$ cat config.mk
export PLATFORM = sky130hd
export DESIGN_NAME = id_bridge_top
export DESIGN_NICKNAME = d
export VERILOG_FILES = /design/src/design/bridge_pkg.sv /design/src/design/cam_ports_if.sv /design/src/design/id_bridge_top.sv /design/src/design/resp_router.sv /design/src/design/req_arbiter.sv /design/src/design/bridge_cam.sv
export VERILOG_INCLUDE_DIRS = /design/src /design/src/design
export SDC_FILE = /design/constraint.sdc
export NUM_CORES = 1
export LEC_CHECK = 0
export BUFFER_PORTS_ARGS = -buffer_cell sky130_fd_sc_hd__buf_2
export CELL_PAD_IN_SITES_DETAIL_PLACEMENT = 0
export CELL_PAD_IN_SITES_GLOBAL_PLACEMENT = 1
export CORE_UTILIZATION = 39
export CTS_CLUSTER_SIZE = 8
export DETAILED_ROUTE_END_ITERATION = 12
export HOLD_SLACK_MARGIN = 0.03
export PLACE_DENSITY = 0.82
export SLEW_MARGIN = 20
export SYNTH_ARGS = -nofsm -noshare
export SYNTH_HDL_FRONTEND = slang
export SYNTH_SLANG_ARGS = --single-unit
$ cat constraint.sdc
create_clock -name clk -period 15.4 [get_ports clk]
set_input_delay 2.31 -clock clk [delete_from_list [all_inputs] [get_ports clk]]
set_output_delay 2.31 -clock clk [all_outputs]
set_load 0.01 [all_outputs]
$ cat src/design/bridge_defines.svh
`ifndef BRIDGE_DEFINES_SVH
`define BRIDGE_DEFINES_SVH

// ==============================
// Bridge sizing
// ==============================

// Transaction ID width in bits
`define BRIDGE_TAG_WIDTH 4

// Response payload width in bits
`define BRIDGE_DATA_WIDTH 16

// Number of requesting masters
`define BRIDGE_NUM_MASTERS 4

// Tracker capacity in outstanding transactions
`define BRIDGE_CAM_DEPTH 8

`endif
$ cat src/design/bridge_pkg.sv
`include "bridge_defines.svh"

package bridge_pkg;

    // ==============================
    // Shared bridge types
    // ==============================

    // Transaction ID as carried on requests and responses
    typedef logic [`BRIDGE_TAG_WIDTH-1:0] tag_t;

    // Index of an issuing master
    typedef logic [$clog2(`BRIDGE_NUM_MASTERS)-1:0] master_idx_t;

    // Response payload
    typedef logic [`BRIDGE_DATA_WIDTH-1:0] resp_data_t;

    // Occupancy or ordering count
    // One extra bit so a full tracker is representable
    typedef logic [$clog2(`BRIDGE_CAM_DEPTH):0] cam_count_t;

endpackage : bridge_pkg

$ cat src/design/cam_ports_if.sv
`include "bridge_defines.svh"

// Allocation port of the tracker CAM
interface cam_alloc_if import bridge_pkg::*; ();
    logic        allocate;
    tag_t        allocate_tag;
    master_idx_t allocate_data;
    logic        full;

    // Arbiter side
    modport requester (output allocate, output allocate_tag, output allocate_data,
                       input full);

    // Storage side
    modport cam (input allocate, input allocate_tag, input allocate_data,
                 output full);
endinterface : cam_alloc_if

// Eviction port of the tracker CAM
interface cam_evict_if import bridge_pkg::*; ();
    logic        deallocate;
    tag_t        deallocate_tag;
    logic        deallocate_valid;
    master_idx_t deallocate_data;
    cam_count_t  deallocate_count;

    // Response side
    modport releaser (output deallocate, output deallocate_tag,
                      input deallocate_valid, input deallocate_data, input deallocate_count);

    // Lookup results come back in the same cycle
    modport cam (input deallocate, input deallocate_tag,
                 output deallocate_valid, output deallocate_data, output deallocate_count);
endinterface : cam_evict_if

$ cat src/design/id_bridge_top.sv
`include "bridge_defines.svh"

module id_bridge_top import bridge_pkg::*; (
    input  logic                           clk,
    input  logic                           reset,

    // Master requests
    input  logic [`BRIDGE_NUM_MASTERS-1:0] req_valid,
    input  tag_t                           req_tag [`BRIDGE_NUM_MASTERS],
    output logic [`BRIDGE_NUM_MASTERS-1:0] req_accept,

    // Downstream issue
    output logic                           out_valid,
    output tag_t                           out_tag,
    output master_idx_t                    out_master,

    // Downstream responses
    input  logic                           resp_valid,
    input  tag_t                           resp_tag,
    input  resp_data_t                     resp_data,

    // Responses back to the masters
    output logic [`BRIDGE_NUM_MASTERS-1:0] master_resp_valid,
    output resp_data_t                     master_resp_data,

    // Tracker status
    output logic                           orphan_error,
    output cam_count_t                     tracker_count,
    output logic                           tracker_empty
);

    // Internal CAM ports
    cam_alloc_if alloc_bus ();
    cam_evict_if evict_bus ();

    // ==============================
    // Request path
    // ==============================

    req_arbiter u_arbiter (
        .clk        (clk),
        .reset      (reset),
        .req_valid  (req_valid),
        .req_tag    (req_tag),
        .req_accept (req_accept),
        .alloc      (alloc_bus.requester),
        .out_valid  (out_valid),
        .out_tag    (out_tag),
        .out_master (out_master)
    );

    // ID tracker
    bridge_cam u_cam (
        .clk        (clk),
        .reset      (reset),
        .alloc      (alloc_bus.cam),
        .evict      (evict_bus.cam),
        .tags_count (tracker_count),
        .tags_empty (tracker_empty)
    );

    // ==============================
    // Response path
    // ==============================

    resp_router u_router (
        .clk               (clk),
        .reset             (reset),
        .resp_valid        (resp_valid),
        .resp_tag          (resp_tag),
        .resp_data         (resp_data),
        .evict             (evict_bus.releaser),
        .master_resp_valid (master_resp_valid),
        .master_resp_data  (master_resp_data),
        .orphan_error      (orphan_error)
    );

endmodule : id_bridge_top

$ cat src/design/resp_router.sv
`include "bridge_defines.svh"

module resp_router import bridge_pkg::*; (
    input  logic                           clk,
    input  logic                           reset,
    input  logic                           resp_valid,
    input  tag_t                           resp_tag,
    input  resp_data_t                     resp_data,
    cam_evict_if.releaser                  evict,
    output logic [`BRIDGE_NUM_MASTERS-1:0] master_resp_valid,
    output resp_data_t                     master_resp_data,
    output logic                           orphan_error
);

    // Lookup result decoded to a per-master strobe
    logic [`BRIDGE_NUM_MASTERS-1:0] target_onehot;
    logic                           hit;

    // ==============================
    // Lookup
    // ==============================

    // Every response frees its entry in the arrival cycle
    assign evict.deallocate     = resp_valid;
    assign evict.deallocate_tag = resp_tag;

    // Only the oldest entry of an ID may answer
    assign hit = evict.deallocate_valid && (evict.deallocate_count == '0);

    always_comb begin
        target_onehot = '0;
        target_onehot[evict.deallocate_data] = 1'b1;
    end

    // ==============================
    // Output stage
    // ==============================

    // Fixed one-cycle latency, never stalls
    always_ff @(posedge clk) begin
        if (reset) begin
            master_resp_valid <= '0;
            orphan_error      <= 1'b0;
        end else begin
            master_resp_valid <= (resp_valid && hit) ? target_onehot : '0;
            // ID with nothing outstanding
            orphan_error      <= resp_valid && !hit;
        end
    end

    // Payload follows the strobe
    always_ff @(posedge clk) begin
        if (resp_valid) begin
            master_resp_data <= resp_data;
        end
    end

endmodule : resp_router

$ cat src/design/req_arbiter.sv
`include "bridge_defines.svh"

module req_arbiter import bridge_pkg::*; (
    input  logic                           clk,
    input  logic                           reset,
    input  logic [`BRIDGE_NUM_MASTERS-1:0] req_valid,
    input  tag_t                           req_tag [`BRIDGE_NUM_MASTERS],
    output logic [`BRIDGE_NUM_MASTERS-1:0] req_accept,
    cam_alloc_if.requester                 alloc,
    output logic                           out_valid,
    output tag_t                           out_tag,
    output master_idx_t                    out_master
);

    localparam int NUM = `BRIDGE_NUM_MASTERS;

    // Master with the highest priority this cycle
    master_idx_t rr_ptr;

    master_idx_t grant_idx;
    logic        grant_found;
    logic        grant;

    // ==============================
    // Round-robin search
    // ==============================

    // First requester at or after the pointer
    // Walking the offsets downward leaves the nearest one in grant_idx
    always_comb begin
        master_idx_t cand;
        grant_idx   = '0;
        grant_found = 1'b0;
        for (int k = NUM - 1; k >= 0; k--) begin
            cand = master_idx_t'((int'(rr_ptr) + k) % NUM);
            if (req_valid[cand]) begin
                grant_idx   = cand;
                grant_found = 1'b1;
            end
        end
    end

    // No grant while the tracker is full
    assign grant = grant_found && !alloc.full;

    always_comb begin
        req_accept = '0;
        req_accept[grant_idx] = grant;
    end

    // Allocation happens in the accept cycle
    assign alloc.allocate      = grant;
    assign alloc.allocate_tag  = req_tag[grant_idx];
    assign alloc.allocate_data = grant_idx;

    // ==============================
    // Pointer and downstream issue
    // ==============================

    always_ff @(posedge clk) begin
        if (reset) begin
            rr_ptr    <= '0;
            out_valid <= 1'b0;
        end else begin
            out_valid <= grant;
            if (grant) begin
                // One past the winner, wrapping at the last master
                rr_ptr <= (int'(grant_idx) == NUM - 1) ? '0 : grant_idx + 1'b1;
            end
        end
    end

    // Issued request payload
    always_ff @(posedge clk) begin
        if (grant) begin
            out_tag    <= req_tag[grant_idx];
            out_master <= grant_idx;
        end
    end

endmodule : req_arbiter

$ cat src/design/bridge_cam.sv
`include "bridge_defines.svh"

module bridge_cam import bridge_pkg::*; (
    input  logic        clk,
    input  logic        reset,
    cam_alloc_if.cam    alloc,
    cam_evict_if.cam    evict,
    output cam_count_t  tags_count,
    output logic        tags_empty
);

    localparam int DEPTH = `BRIDGE_CAM_DEPTH;
    localparam int IDX_W = $clog2(DEPTH);

    // ==============================
    // Entry storage
    // ==============================

    tag_t        tag_array   [DEPTH];
    master_idx_t data_array  [DEPTH];
    // Position of the entry among entries with the same ID, 0 is oldest
    cam_count_t  order_array [DEPTH];
    logic [DEPTH-1:0] valid;

    // Number of live entries
    cam_count_t occupancy;

    // Per-port match vectors
    logic [DEPTH-1:0] entry_matches;
    logic [DEPTH-1:0] evict_matches;

    logic [IDX_W-1:0] free_loc;
    logic             entry_hit;
    cam_count_t       max_order;
    cam_count_t       new_order;

    logic [IDX_W-1:0] evict_loc;
    logic             evict_found;

    logic alloc_fire;
    logic evict_fire;

    // ==============================
    // Lookup
    // ==============================

    // Both ports compare against every live entry
    always_comb begin
        for (int i = 0; i < DEPTH; i++) begin
            entry_matches[i] = valid[i] && (tag_array[i] == alloc.allocate_tag);
            evict_matches[i] = valid[i] && (tag_array[i] == evict.deallocate_tag);
        end
    end

    assign entry_hit = |entry_matches;

    // Lowest free slot
    // Scanning downward lets the lowest index overwrite the rest
    always_comb begin
        free_loc = '0;
        for (int i = DEPTH - 1; i >= 0; i--) begin
            if (!valid[i]) begin
                free_loc = IDX_W'(i);
            end
        end
    end

    // Youngest position already held by the allocating ID
    always_comb begin
        max_order = '0;
        for (int i = 0; i < DEPTH; i++) begin
            if (entry_matches[i] && (order_array[i] > max_order)) begin
                max_order = order_array[i];
            end
        end
    end

    // Oldest entry of the evicting ID
    always_comb begin
        evict_loc   = '0;
        evict_found = 1'b0;
        for (int i = 0; i < DEPTH; i++) begin
            if (evict_matches[i] && (order_array[i] == '0)) begin
                evict_loc   = IDX_W'(i);
                evict_found = 1'b1;
            end
        end
    end

    assign alloc_fire = alloc.allocate && !alloc.full;
    assign evict_fire = evict.deallocate && evict_found;

    // Ordering position for the new entry
    always_comb begin
        if (!entry_hit) begin
            // First occurrence of this ID
            new_order = '0;
        end else if (evict_fire && (alloc.allocate_tag == evict.deallocate_tag)) begin
            // Same ID leaves this cycle so every older entry moves up by one
            new_order = max_order;
        end else begin
            new_order = max_order + 1'b1;
        end
    end

    // Eviction results, combinational
    assign evict.deallocate_valid = evict_found;
    assign evict.deallocate_data  = evict_found ? data_array[evict_loc] : '0;
    assign evict.deallocate_count = evict_found ? order_array[evict_loc] : '0;

    // ==============================
    // Update
    // ==============================

    // Valid bits and occupancy
    always_ff @(posedge clk) begin
        if (reset) begin
            valid     <= '0;
            occupancy <= '0;
        end else begin
            if (alloc_fire) begin
                valid[free_loc] <= 1'b1;
            end
            // Freed slot is live, new slot is free, so they never collide
            if (evict_fire) begin
                valid[evict_loc] <= 1'b0;
            end
            case ({alloc_fire, evict_fire})
                2'b10:   occupancy <= occupancy + 1'b1;
                2'b01:   occupancy <= occupancy - 1'b1;
                default: occupancy <= occupancy;
            endcase
        end
    end

    // Entry contents
    always_ff @(posedge clk) begin
        if (alloc_fire) begin
            tag_array[free_loc]   <= alloc.allocate_tag;
            data_array[free_loc]  <= alloc.allocate_data;
            order_array[free_loc] <= new_order;
        end
        // Younger entries of the evicted ID move one place forward
        if (evict_fire) begin
            for (int j = 0; j < DEPTH; j++) begin
                if (evict_matches[j] && (IDX_W'(j) != evict_loc)) begin
                    order_array[j] <= order_array[j] - 1'b1;
                end
            end
        end
    end

    // ==============================
    // Status
    // ==============================

    assign alloc.full = (occupancy == cam_count_t'(DEPTH));
    assign tags_empty = (occupancy == '0);
    assign tags_count = occupancy;

endmodule : bridge_cam

==> load_flow_metrics.sql, run 1 <==
INSERT INTO impl_metrics (metric_group, metric, value, unit) VALUES
('layout', 'final_cells', '1205', ''),
('logic_synthesis', 'yosysWarnings', '0', ''),
('die', 'fp-row-count', '52', ''),
('run', 'max_cap_violations', '0', ''),
('place', 'dp_slack', '-0.344', 'ns'),
('sta', 'setup_total_negative_slack', '0', 'ns'),
('die', 'design.portCount', '80', ''),
('clocking', 'total_number_of_h_tree_levels', '4', ''),
('layout', 'final_common_cell', 'edfxtp_1', ''),
('sta', 'layout_worst_path_cycle_share', '95.2', '%'),
('layout', 'post_route_cells_drive_above_1_share', '22.6', '%'),
('sta', 'worst-slew-pin-transition', '1.08', 'ns'),
('critical_path', 'worst_setup_path_startpoint', 'req_valid[0]', ''),
('place', 'port-buffer-count', '79', ''),
('logic_synthesis', 'synth.cell_area', '0.00817', 'mm2'),
('logic_synthesis', 'synthesis.instances', '818', ''),
('logic_synthesis', 'synth_simple_gate_area_share', '17.1', '%'),
('logic_synthesis', 'mappedNetlistNets', '902', ''),
('grt', 'grt_pass1_vias', '6258', ''),
('die', 'initial_utilization', '40.1', '%'),
('routing', 'average_vias_per_placed_instance', '5.39', ''),
('logic_synthesis', 'synth_top_flop_cell', 'edfxtp_1', ''),
('place', 'dp.final_hpwl', '14800', 'um'),
('layout', 'filler_cell_count', '1891', ''),
('routing', 'detail_route.drc_violations', '0', ''),
('critical_path', 'worstPathRequired', '15.65', 'ns'),
('clocking', 'clk_root_buffer_cell', 'clkbuf_16', ''),
('layout', 'syn2layout_area_growth', '18.8', '%'),
('routing', 'antenna_left', '0', ''),
('place', 'placedInstanceArea', '0.00896', 'mm2'),
('sta', 'final-setup-viol-count', '0', ''),
('logic_synthesis', 'edff_count_synth', '102', ''),
('grt', 'grt_antenna_before_repair', '0', ''),
('critical_path', 'r2r-start', 'u_arbiter.rr_ptr[1]', ''),
('power', 'p_leak', '3.86', 'nW'),
('sta', 'slew_violations', '0', ''),
('sta', 'finalCriticalPeriod', '14.66', 'ns'),
('layout', 'final_net_count', '1006', ''),
('clocking', 'worst_skew_pair.late_latency', '0.42', 'ns'),
('logic_synthesis', 'synthXorXnorAreaFrac', '10.0', '%'),
('critical_path', 'timing.critical_path.slowest_cell_delay', '0.44', 'ns'),
('clocking', 'clk_pin_slew', '0.06', 'ns'),
('grt', 'wire_length_of_the_first_global_routing_pass', '32700', 'um'),
('critical_path', 'critical_path.slowest_cell', 'a311o_2', ''),
('place', 'placed_cells', '1162', ''),
('worst_hold_path', 'hold_path_class', 'reg2reg', ''),
('routing', 'wirelength', '20000', 'um'),
('logic_synthesis', 'ys_async_sr_fraction', '0', '%'),
('layout', 'multi_input_comb_area', '0.00455', 'mm2'),
('logic_synthesis', 'synth_cell_types', '85', ''),
('clocking', 'tritoncts_clock_tree', 'yes', ''),
('layout', 'post_route_cell_area', '0.00971', 'mm2'),
('logic_synthesis', 'yosys_register_bits', '122', ''),
('sta', 'timing_hold_violations_final', '0', ''),
('die', 'dieArea', '0.0215', 'mm2'),
('layout', 'diodes', '0', ''),
('routing', 'first_iter_violations', '321', ''),
('layout', 'layout.cells.most_common_list', '102 x edfxtp_1, 79 x buf_2, 78 x nor2_1', ''),
('worst_hold_path', 'hold_start', 'u_cam.tags_count[3]', ''),
('clocking', 'clock_path_buffers', '2', ''),
('critical_path', 'cp_common_cell', 'ha_1', ''),
('routing', 'drt_pass1_iterations', '5', ''),
('clocking', 'cts_buffer_count', '17', ''),
('routing', 'routedWlPerCell', '16.6', 'um'),
('outcome', 'run_status', 'finished, final reports clean', ''),
('sta', 'timing.fmax', '68.2', 'MHz'),
('critical_path', 'worstSetupStartpointType', 'primary input', ''),
('grt', 'overflow_after_grt', '0', ''),
('sta', 'skew', '0.00540', 'ns'),
('logic_synthesis', 'yosys.area_share.adder', '6.37', '%'),
('sta', 'slew_headroom', '27.2', '%');
==> per-layer routing <==
layer / vias to the layer above / GRT usage, % / share of wire, %
li1: 3204 / - / -
met2: 176 / 31.2 / 47
met3: 27 / 3.20 / 4.4
met5: - / 0 / 0
met4: 0 / 6.61 / 1.5
met1: 3090 / 25.9 / 47
==> synthesized netlist by cell type (5+ instances only) <==
master,count,area share [%]
or2_2,5,0.38
inv_1,48,2.2
edfxtp_1,102,37
nor2_1,78,3.6
nand3_1,25,1.5
mux2_2,8,1.1
a22oi_1,7,0.64
nand4_1,7,0.54
nand2_1,68,3.1
clkbuf_1,20,0.92
xnor2_1,34,3.6
nor3_1,20,1.2
and2_1,15,1.1
o211ai_1,7,0.64
xor2_1,56,6.0
o31ai_1,14,1.3
mux2i_1,29,3.6
nand2b_1,11,0.84
and3_1,12,0.92
o21ai_0,20,1.2
ha_1,40,6.1
a211oi_1,7,0.64
a21oi_1,41,2.5
nor2b_1,8,0.61
dfxtp_1,20,4.9
a21o_1,5,0.46
nor4_1,13,1.0
==> sequential cells by signal, indices dropped and copies added, names as in the netlist <==
register	count
u_arbiter.out_valid	1
u_arbiter.rr_ptr	2
u_router.orphan_error	1
u_arbiter.out_master	2
u_router.master_resp_valid	4
u_router.master_resp_data	16
u_cam.valid	8
u_cam.tags_count	4
u_cam.order_array	32
u_arbiter.out_tag	4
u_cam.tag_array	32
u_cam.data_array	16
==> cell families after synthesis <==
family | after synthesis
compound gates | 167
xor+xnor | 92
fa+ha+maj | 41
buf+inv | 76
flops | 122
mux | 39
simple gates | 281
==> timing repair <==
| action | in CTS | in global routing |
|---|---|---|
| setup buffers | 0 | 11 |
| resized for setup | 0 | 33 |
| endpoints found under the setup margin | 0 | 32 |
==> through the flow <==
step	power (mW)	utilization [%]
after floorplan	0.540	-
after global placement	0.601	44.0
after detailed placement	0.602	44.0
after CTS	0.958	46.6
after global routing	1.00	47.7
final	0.963	47.7
==> worst max-delay path, delay by kind of cell <==
kind            cells  cell delay [ns]
buf+inv             6             0.56
simple gates       20             2.83
mux                 8             2.26
xor+xnor            1             0.24
fa+ha+maj           8             2.13
compound gates     24             4.49
==> report_power, final <==
part	leakage [nW]	switching [mW]	internal, mW
Clock	0.250	0.151	0.204
Combinational	2.48	0.117	0.0854
Sequential	1.13	0.0156	0.390
Total	3.86	0.283	0.680
==> cell type report <==
cell class / instances / share of cell area (%)
Multi-Input combinational cell: 620 / 46.8
Sequential cell: 122 / 35.7
Timing Repair Buffer: 112 / 6.63
Clock buffer: 17 / 4.38
Tap cell: 270 / 3.48
Inverter: 49 / 1.92
Clock inverter: 15 / 1.07
==> worst paths after layout <==
| kind | endpoint | slack [ns] | cells after the start |
|---|---|---|---|
| max | u_cam.order_array[7][1] | 0.74 | 67 |
| min | u_cam.tags_count[3] | 0.54 | 2 |
| max reg2reg | u_cam.order_array[7][1] | 2.40 | 66 |
| min reg2reg | u_cam.tags_count[3] | 0.54 | 2 |
No activity file was read; power rests on OpenSTA's default activity.
==> inputs of run 2 (changes only) <==
--- a/config.mk
+++ b/config.mk
@@ -6,14 +6,16 @@
 export SDC_FILE = /design/constraint.sdc
 export NUM_CORES = 1
 export LEC_CHECK = 0
+export ABC_AREA = 1
 export BUFFER_PORTS_ARGS = -buffer_cell sky130_fd_sc_hd__buf_2
 export CELL_PAD_IN_SITES_DETAIL_PLACEMENT = 0
 export CELL_PAD_IN_SITES_GLOBAL_PLACEMENT = 1
+export CORE_ASPECT_RATIO = 0.8
 export CORE_UTILIZATION = 39
 export CTS_CLUSTER_SIZE = 8
 export DETAILED_ROUTE_END_ITERATION = 12
 export HOLD_SLACK_MARGIN = 0.03
-export PLACE_DENSITY = 0.82
+export PLACE_DENSITY = 0.84
 export SLEW_MARGIN = 20
 export SYNTH_ARGS = -nofsm -noshare
 export SYNTH_HDL_FRONTEND = slang
==> load_flow_metrics.sql, run 2 <==
INSERT INTO impl_metrics (metric_group, metric, value, unit) VALUES
('outcome', 'run_status', 'finished, violations left', ''),
('outcome', 'violations', 'design-rule violations', ''),
('clocking', 'clk_pin_slew', '0.06', 'ns'),
('clocking', 'clk_root_buffer_cell', 'clkbuf_16', ''),
('sta', 'finalCriticalPeriod', '12.59', 'ns'),
('power', 'max-vdd-ir-drop', '131', 'uV'),
('grt', 'overflow_after_grt', '0', ''),
('logic_synthesis', 'yosysWarnings', '0', ''),
('die', 'dieArea', '0.0221', 'mm2'),
('place', 'placedInstanceArea', '0.00909', 'mm2'),
('layout', 'post_route_cell_area', '0.00970', 'mm2'),
('logic_synthesis', 'synth_largest_type_area_fraction', '36.5', '%'),
('power', 'powerDensity', '164', 'mW/mm2'),
('logic_synthesis', 'synth_seq_area_share', '41.3', '%'),
('logic_synthesis', 'mappedNetlistNets', '1105', ''),
('layout', 'registers_with_the_highest_flip_flop_counts', 'u_cam.order_array x32, u_cam.tag_array x32', ''),
('logic_synthesis', 'synthesis.instances', '1021', ''),
('critical_path', 'timing.critical_path.slowest_cell_delay', '0.34', 'ns'),
('worst_hold_path', 'hold_path_depth', '1', ''),
('sta', 'setup_total_negative_slack', '0', 'ns'),
('layout', 'final_net_count', '1196', ''),
('logic_synthesis', 'ys_async_sr_fraction', '0', '%'),
('die', 'dieHeight', '133', 'um'),
('power', 'swShare', '41.1', '%'),
('clocking', 'cts.sink_count', '122', ''),
('layout', 'syn2layout_area_growth', '15.8', '%'),
('logic_synthesis', 'edff_count_synth', '102', ''),
('clocking', 'worst_skew_pair.late_latency', '0.43', 'ns'),
('logic_synthesis', 'synth_cell_types', '52', ''),
('critical_path', 'worstPathRequired', '15.58', 'ns'),
('logic_synthesis', 'netlist_top_cells_count', '210 x nand2_1, 168 x inv_1, 104 x nand3_1', ''),
('critical_path', 'setup_cp_type', 'in2reg', ''),
('die', 'design.portCount', '80', ''),
('logic_synthesis', 'synth.cell_area', '0.00838', 'mm2'),
('run', 'max_cap_violations', '0', ''),
('critical_path', 'worst_ep_arrival_time', '12.78', 'ns'),
('power', 'p_leak', '4.46', 'nW'),
('layout', 'final_common_cell', 'nand2_1', ''),
('sta', 'timing.fmax', '79.4', 'MHz'),
('logic_synthesis', 'yosys_register_bits', '122', ''),
('critical_path', 'critical_path.slowest_cell', 'o21ai_0', ''),
('critical_path', 'worst_setup_path_startpoint', 'req_valid[1]', ''),
('layout', 'layout.cells.most_common_list', '210 x nand2_1, 168 x inv_1, 104 x nand3_1', ''),
('clocking', 'cts.repair.resized', '0', ''),
('clocking', 'total_number_of_h_tree_levels', '4', ''),
('grt', 'track_usage', '21.5', '%'),
('layout', 'post_route_cells_drive_above_1_share', '16.8', '%'),
('grt', 'grt_start_max_net_pins', '23', ''),
('place', 'globalplace.congestion', '0.879', ''),
('logic_synthesis', 'synth_top_cell_by_area', 'edfxtp_1', ''),
('routing', 'vias', '7434', ''),
('worst_hold_path', 'destination_of_the_worst_hold_path', 'u_cam.tags_count[0]', ''),
('worst_hold_path', 'hold_start', 'u_cam.tags_count[0]', ''),
('sta', 'layout_worst_path_cycle_share', '81.8', '%'),
('critical_path', 'worstSetupStartpointType', 'primary input', ''),
('clocking', 'ctsHoldBuffers', '0', ''),
('clocking', 'postCtsSetupBuffers', '0', ''),
('critical_path', 'r2r-end', 'u_cam.order_array[6][2]', ''),
('die', 'die_width', '166', 'um'),
('logic_synthesis', 'synth_top_flop_cell', 'edfxtp_1', ''),
('layout', 'post-route-util', '46.5', '%'),
('power', 'p_seq_share', '31.7', '%'),
('routing', 'routedWlPerCell', '16.6', 'um'),
('routing', 'detail_route.drc_violations', '4', ''),
('grt', 'grt_antenna_before_repair', '0', ''),
('logic_synthesis', 'synth_top_cells_by_area', 'edfxtp_1 37%, nand2_1 9.4%, inv_1 7.5%', ''),
('routing', 'average_vias_per_placed_instance', '5.33', ''),
('critical_path', 'critical_path_peak_fanout', '19', ''),
('routing', 'first_iter_violations', '777', ''),
('sta', 'finalHoldWorstSlack', '0.498', 'ns'),
('sta', 'slew_violations', '0', ''),
('sta', 'slew_headroom', '36.2', '%'),
('worst_hold_path', 'hold_path_class', 'reg2reg', ''),
('routing', 'antenna_left', '0', ''),
('clocking', 'tritoncts_clock_tree', 'yes', ''),
('power', 'share_clk_of_total_power', '26.3', '%'),
('power', 'p_switching', '654', 'uW'),
('place', 'dp.final_hpwl', '17600', 'um'),
('critical_path', 'regToRegSetupSlack', '4.07', 'ns'),
('layout', 'diodes', '0', ''),
('critical_path', 'cp_common_cell', 'inv_1', ''),
('logic_synthesis', 'cell_with_the_most_instances_after_synthesis', 'nand2_1', ''),
('grt', 'wire_length_of_the_first_global_routing_pass', '37100', 'um'),
('sta', 'timing_hold_violations_final', '0', ''),
('routing', 'wirelength', '23100', 'um'),
('grt', 'grt_pass1_vias', '6895', ''),
('critical_path', 'critPathCaptureType', 'flop', ''),
('die', 'initial_utilization', '40.1', '%'),
('routing', 'drt_pass1_iterations', '9', ''),
('clocking', 'cts_buffer_count', '17', ''),
('die', 'fp-row-count', '47', ''),
('sta', 'final-setup-viol-count', '0', ''),
('sta', 'skew', '0.0179', 'ns'),
('die', 'core_area', '0.0209', 'mm2'),
('critical_path', 'r2r_cells', '80', ''),
('place', 'port-buffer-count', '79', ''),
('power', 'internal_power', '937', 'uW'),
('power', 'power_frac_comb', '42.1', '%'),
('sta', 'worst-slew-pin-transition', '0.955', 'ns'),
('critical_path', 'r2r-start', 'u_arbiter.rr_ptr[0]', ''),
('sta', 'grt_setup_unrepaired', 'no', ''),
('logic_synthesis', 'syn-mean-instance-area', '8.21', 'um2'),
('clocking', 'clock_path_buffers', '2', '');
-- run 2: cell families (layout without fill, tap and decap cells) --
logic type | after synthesis | after routing | synth area share (%)
xor+xnor | 38 | 38 | 4.15
flops | 122 | 122 | 41.3
fa+ha+maj | 41 | 41 | 6.21
buf+inv | 192 | 296 | 8.88
compound gates | 145 | 145 | 11.1
simple gates | 483 | 483 | 28.3
-- run 2: layer usage --
metal / wire length, um / part of all wire, % / GRT usage [%] / up-vias
met5: 0 / 0 / 0 / -
met4: 249 / 1.1 / 5.82 / 0
met3: 2060 / 8.9 / 4.75 / 25
met2: 9810 / 42 / 32.0 / 346
met1: 11000 / 48 / 31.2 / 3399
li1: - / - / - / 3664
-- run 2: through the flow --
step / std cells / total power, mW / setup WS, ns
global route: 1394 / 1.69 / 1.65
CTS: 1394 / 1.59 / 2.81
detailed placement: 1362 / 1.17 / 2.42
finish: 1394 / 1.59 / 2.81
floorplan: 1021 / 0.981 / 3.98
global placement: 1362 / 1.17 / 2.63
-- run 2: power groups by stage --
stage                     logic (mW)  registers (mW)  clock network, mW
after detailed placement       0.661           0.509                  0
final                          0.670           0.504              0.418
after global routing           0.745           0.510              0.433
after floorplan                0.478           0.503                  0
after CTS                      0.665           0.503              0.418
after global placement         0.657           0.509                  0
-- run 2: worst max-delay path: cells and delay by family --
| family | cells | cell delay, ns |
|---|---|---|
| AND/OR/NAND/NOR | 35 | 3.67 |
| AO/OA/AOI/OAI | 14 | 2.56 |
| adder cells (fa/ha/maj) | 8 | 2.31 |
| buffers and inverters | 21 | 1.73 |
| XOR/XNOR | 1 | 0.18 |
-- run 2: area by class of cell --
type | count | area, um2
sequential | 122 | 3460
fill | 1992 | 11200
clock inverter | 11 | 144
multi-input combinational | 707 | 4180
clock buffer | 21 | 470
timing repair buffer | 85 | 440
tap | 269 | 337
inverter | 179 | 672
-- run 2: worst max-delay path by stage --
| stage | slack (ns) | to | cells after the start |
|---|---|---|---|
| floorplan | 3.98 | u_cam.order_array[3][2] | 84 |
| global placement | 2.63 | u_cam.order_array[2][1] | 77 |
| detailed placement | 2.42 | u_cam.order_array[4][1] | 77 |
| CTS | 2.81 | u_cam.order_array[4][1] | 79 |
| global route | 1.65 | u_cam.order_array[4][2] | 79 |
| finish | 2.81 | u_cam.order_array[6][2] | 79 |
==> inputs of run 3 (changes only) <==
--- a/config.mk
+++ b/config.mk
@@ -6,7 +6,7 @@
 export SDC_FILE = /design/constraint.sdc
 export NUM_CORES = 1
 export LEC_CHECK = 0
-export ABC_AREA = 1
+export ABC_AREA = 0
 export BUFFER_PORTS_ARGS = -buffer_cell sky130_fd_sc_hd__buf_2
 export CELL_PAD_IN_SITES_DETAIL_PLACEMENT = 0
 export CELL_PAD_IN_SITES_GLOBAL_PLACEMENT = 1
@@ -15,7 +15,7 @@
 export CTS_CLUSTER_SIZE = 8
 export DETAILED_ROUTE_END_ITERATION = 12
 export HOLD_SLACK_MARGIN = 0.03
-export PLACE_DENSITY = 0.84
+export PLACE_DENSITY = 0.79
 export SLEW_MARGIN = 20
 export SYNTH_ARGS = -nofsm -noshare
 export SYNTH_HDL_FRONTEND = slang
==> constraint.sdc (replaced) <==
create_clock -name clk -period 12.2 [get_ports clk]
set_input_delay 1.83 -clock clk [delete_from_list [all_inputs] [get_ports clk]]
set_output_delay 1.83 -clock clk [all_outputs]
set_load 0.01 [all_outputs]
==> load_flow_metrics.sql, run 3 (synthesis results as in run 1) <==
INSERT INTO impl_metrics (metric_group, metric, value, unit) VALUES
('run', 'max_cap_violations', '0', ''),
('clocking', 'cts_buffer_count', '17', ''),
('power', 'swShare', '28.5', '%'),
('critical_path', 'worstSetupStartpointType', 'primary input', ''),
('power', 'max-vdd-ir-drop', '115', 'uV'),
('critical_path', 'critical_path_peak_fanout', '8', ''),
('power', 'p_switching', '385', 'uW'),
('die', 'fp-row-count', '46', ''),
('power', 'share_clk_of_total_power', '38.5', '%'),
('critical_path', 'cp_common_cell', 'ha_4', ''),
('sta', 'timing.fmax', '77.4', 'MHz'),
('layout', 'final_cells', '1309', ''),
('grt', 'grt_start_max_net_pins', '21', ''),
('routing', 'detail_route.drc_violations', '0', ''),
('clocking', 'total_number_of_h_tree_levels', '4', ''),
('critical_path', 'timing.critical_path.slowest_cell_delay', '0.43', 'ns'),
('critical_path', 'cpLargestDelayFamily', 'compound AO/OA/AOI/OAI gates', ''),
('routing', 'antenna_left', '0', ''),
('outcome', 'violations', 'negative setup slack', ''),
('critical_path', 'setup_cp_type', 'in2reg', ''),
('sta', 'timing_hold_violations_final', '0', ''),
('routing', 'average_vias_per_placed_instance', '5.36', ''),
('layout', 'final_net_count', '1116', ''),
('grt', 'wire_length_of_the_first_global_routing_pass', '36100', 'um'),
('clocking', 'tritoncts_clock_tree', 'yes', ''),
('place', 'placed_cells', '1244', ''),
('clocking', 'worst_skew_pair.late_latency', '0.42', 'ns'),
('die', 'dieHeight', '131', 'um'),
('grt', 'track_usage', '21.6', '%'),
('power', 'power_frac_comb', '23.6', '%'),
('layout', 'final_common_cell', 'buf_4', ''),
('place', 'placedInstanceArea', '0.00985', 'mm2'),
('routing', 'vias', '7022', ''),
('layout', 'post_route_cell_area', '0.0112', 'mm2'),
('die', 'core_area', '0.0201', 'mm2'),
('clocking', 'clk_root_buffer_cell', 'clkbuf_16', ''),
('sta', 'final-setup-viol-count', '32', ''),
('die', 'die_width', '164', 'um'),
('grt', 'grt_pass1_vias', '6904', ''),
('power', 'p_leak', '4.56', 'nW'),
('sta', 'slew_violations', '0', ''),
('clocking', 'clock_path_buffers', '2', ''),
('place', 'dp.final_hpwl', '16400', 'um'),
('power', 'powerDensity', '121', 'mW/mm2'),
('sta', 'grt_setup_unrepaired', 'yes', ''),
('sta', 'finalCriticalPeriod', '12.92', 'ns'),
('die', 'dieArea', '0.0215', 'mm2'),
('routing', 'first_iter_violations', '475', ''),
('critical_path', 'critPathCaptureType', 'flop', ''),
('routing', 'routedWlPerCell', '17.3', 'um'),
('routing', 'drt_pass1_iterations', '7', ''),
('clocking', 'clk_pin_slew', '0.06', 'ns'),
('layout', 'filler_cell_count', '1746', ''),
('place', 'globalplace.congestion', '0.853', ''),
('sta', 'worst-slew-pin-transition', '1.12', 'ns'),
('sta', 'finalHoldWorstSlack', '0.513', 'ns'),
('power', 'p_seq_share', '37.9', '%'),
('place', 'port-buffer-count', '79', ''),
('sta', 'setup_total_negative_slack', '-18.53', 'ns'),
('sta', 'slew_headroom', '24.6', '%'),
('clocking', 'cts.sink_count', '122', ''),
('grt', 'overflow_after_grt', '0', ''),
('layout', 'registers_with_the_highest_flip_flop_counts', 'u_cam.order_array x32, u_cam.tag_array x32', ''),
('critical_path', 'worst_ep_arrival_time', '13.18', 'ns'),
('worst_hold_path', 'hold_path_class', 'reg2reg', ''),
('die', 'design.portCount', '80', ''),
('die', 'initial_utilization', '40.6', '%'),
('critical_path', 'critical_path.slowest_cell', 'a311o_2', ''),
('sta', 'skew', '0.00958', 'ns'),
('layout', 'diodes', '0', ''),
('power', 'internal_power', '968', 'uW'),
('outcome', 'run_status', 'finished, violations left', ''),
('grt', 'grt_antenna_before_repair', '0', ''),
('layout', 'syn2layout_area_growth', '36.5', '%'),
('power', 'report.power.total', '1.35', 'mW'),
('layout', 'layout.cells.most_common_list', '137 x buf_4, 102 x edfxtp_1, 77 x buf_2', ''),
('sta', 'finalWorstSetupSlack', '-0.723', 'ns'),
('layout', 'post_route_cells_drive_above_1_share', '37.2', '%'),
('sta', 'layout_worst_path_cycle_share', '106', '%'),
('clocking', 'ctsHoldBuffers', '0', ''),
('critical_path', 'worstPathRequired', '12.46', 'ns'),
('critical_path', 'critical_path_buf_inv_count', '6', ''),
('routing', 'wirelength', '22700', 'um');
run 3: cell count changes in the layout (fill, tap and decap cells not counted), sizes merged, moves of 25 or more:
cell | before | now
nand2 | 238 | 68
buf | 85 | 222
inv | 177 | 56
nand3 | 119 | 25
xor2 | 25 | 57
mux2i | 0 | 31
o21ai | 50 | 25
run 3: per-layer routing:
layer | global-route usage, % | up-vias | share of wire, %
met3 | 4.26 | 16 | 5.6
met5 | 0 | - | 0
met4 | 4.53 | 0 | 0.56
met2 | 32.1 | 196 | 44
li1 | - | 3428 | -
met1 | 32.1 | 3382 | 50
run 3: final timing paths:
check                       from                 endpoint  slack, ns  cells past startpoint
max reg2reg  u_arbiter.rr_ptr[1]  u_cam.order_array[7][1]       0.39                     64
min reg2reg  u_cam.tags_count[3]      u_cam.tags_count[3]       0.51                      2
min          u_cam.tags_count[3]      u_cam.tags_count[3]       0.51                      2
max                 req_valid[0]  u_cam.order_array[7][1]      -0.72                     65
run 3: worst reg2reg max path, delay by kind of cell (launching register included):
family	cells	cell delay (ns)
AND/OR/NAND/NOR	18	2.45
AO/OA/AOI/OAI	25	4.45
adder cells (fa/ha/maj)	8	1.84
buffers and inverters	5	0.42
flip-flops	1	0.37
XOR/XNOR	1	0.10
multiplexers	7	2.02
run 3: final cells by class:
class | count | area (um2) | area share [%]
inverters | 49 | 186 | 1.67
multi-input cells | 620 | 5050 | 45.3
well taps | 264 | 330 | 2.96
clock inverters | 14 | 183 | 1.64
flip-flops and latches | 122 | 3460 | 31.1
repair buffers | 222 | 1510 | 13.6
clock buffers | 18 | 429 | 3.85
run 3: metrics by stage:
| step | setup slack, ns | utilization, % |
|---|---|---|
| after global placement | -1.35 | 48.9 |
| after CTS | -0.717 | 54.3 |
| after global routing | -1.39 | 55.4 |
| final | -0.723 | 55.4 |
| after floorplan | -1.62 | - |
| after detailed placement | -1.60 | 48.9 |
run 3: what timing repair did:
item,4_1_cts,5_1_grt
pin swaps,40,11
setup endpoints to repair,32,32
gates resized for setup,63,28
setup buffers,25,10
run 3: power by group through the flow:
stage	registers [mW]	logic, mW	clock network (mW)
3_3_place_gp	0.519	0.273	0
4_1_cts	0.512	0.303	0.529
5_1_grt	0.516	0.347	0.542
2_1_floorplan	0.520	0.169	0
6_report	0.513	0.319	0.521
3_5_place_dp	0.519	0.276	0
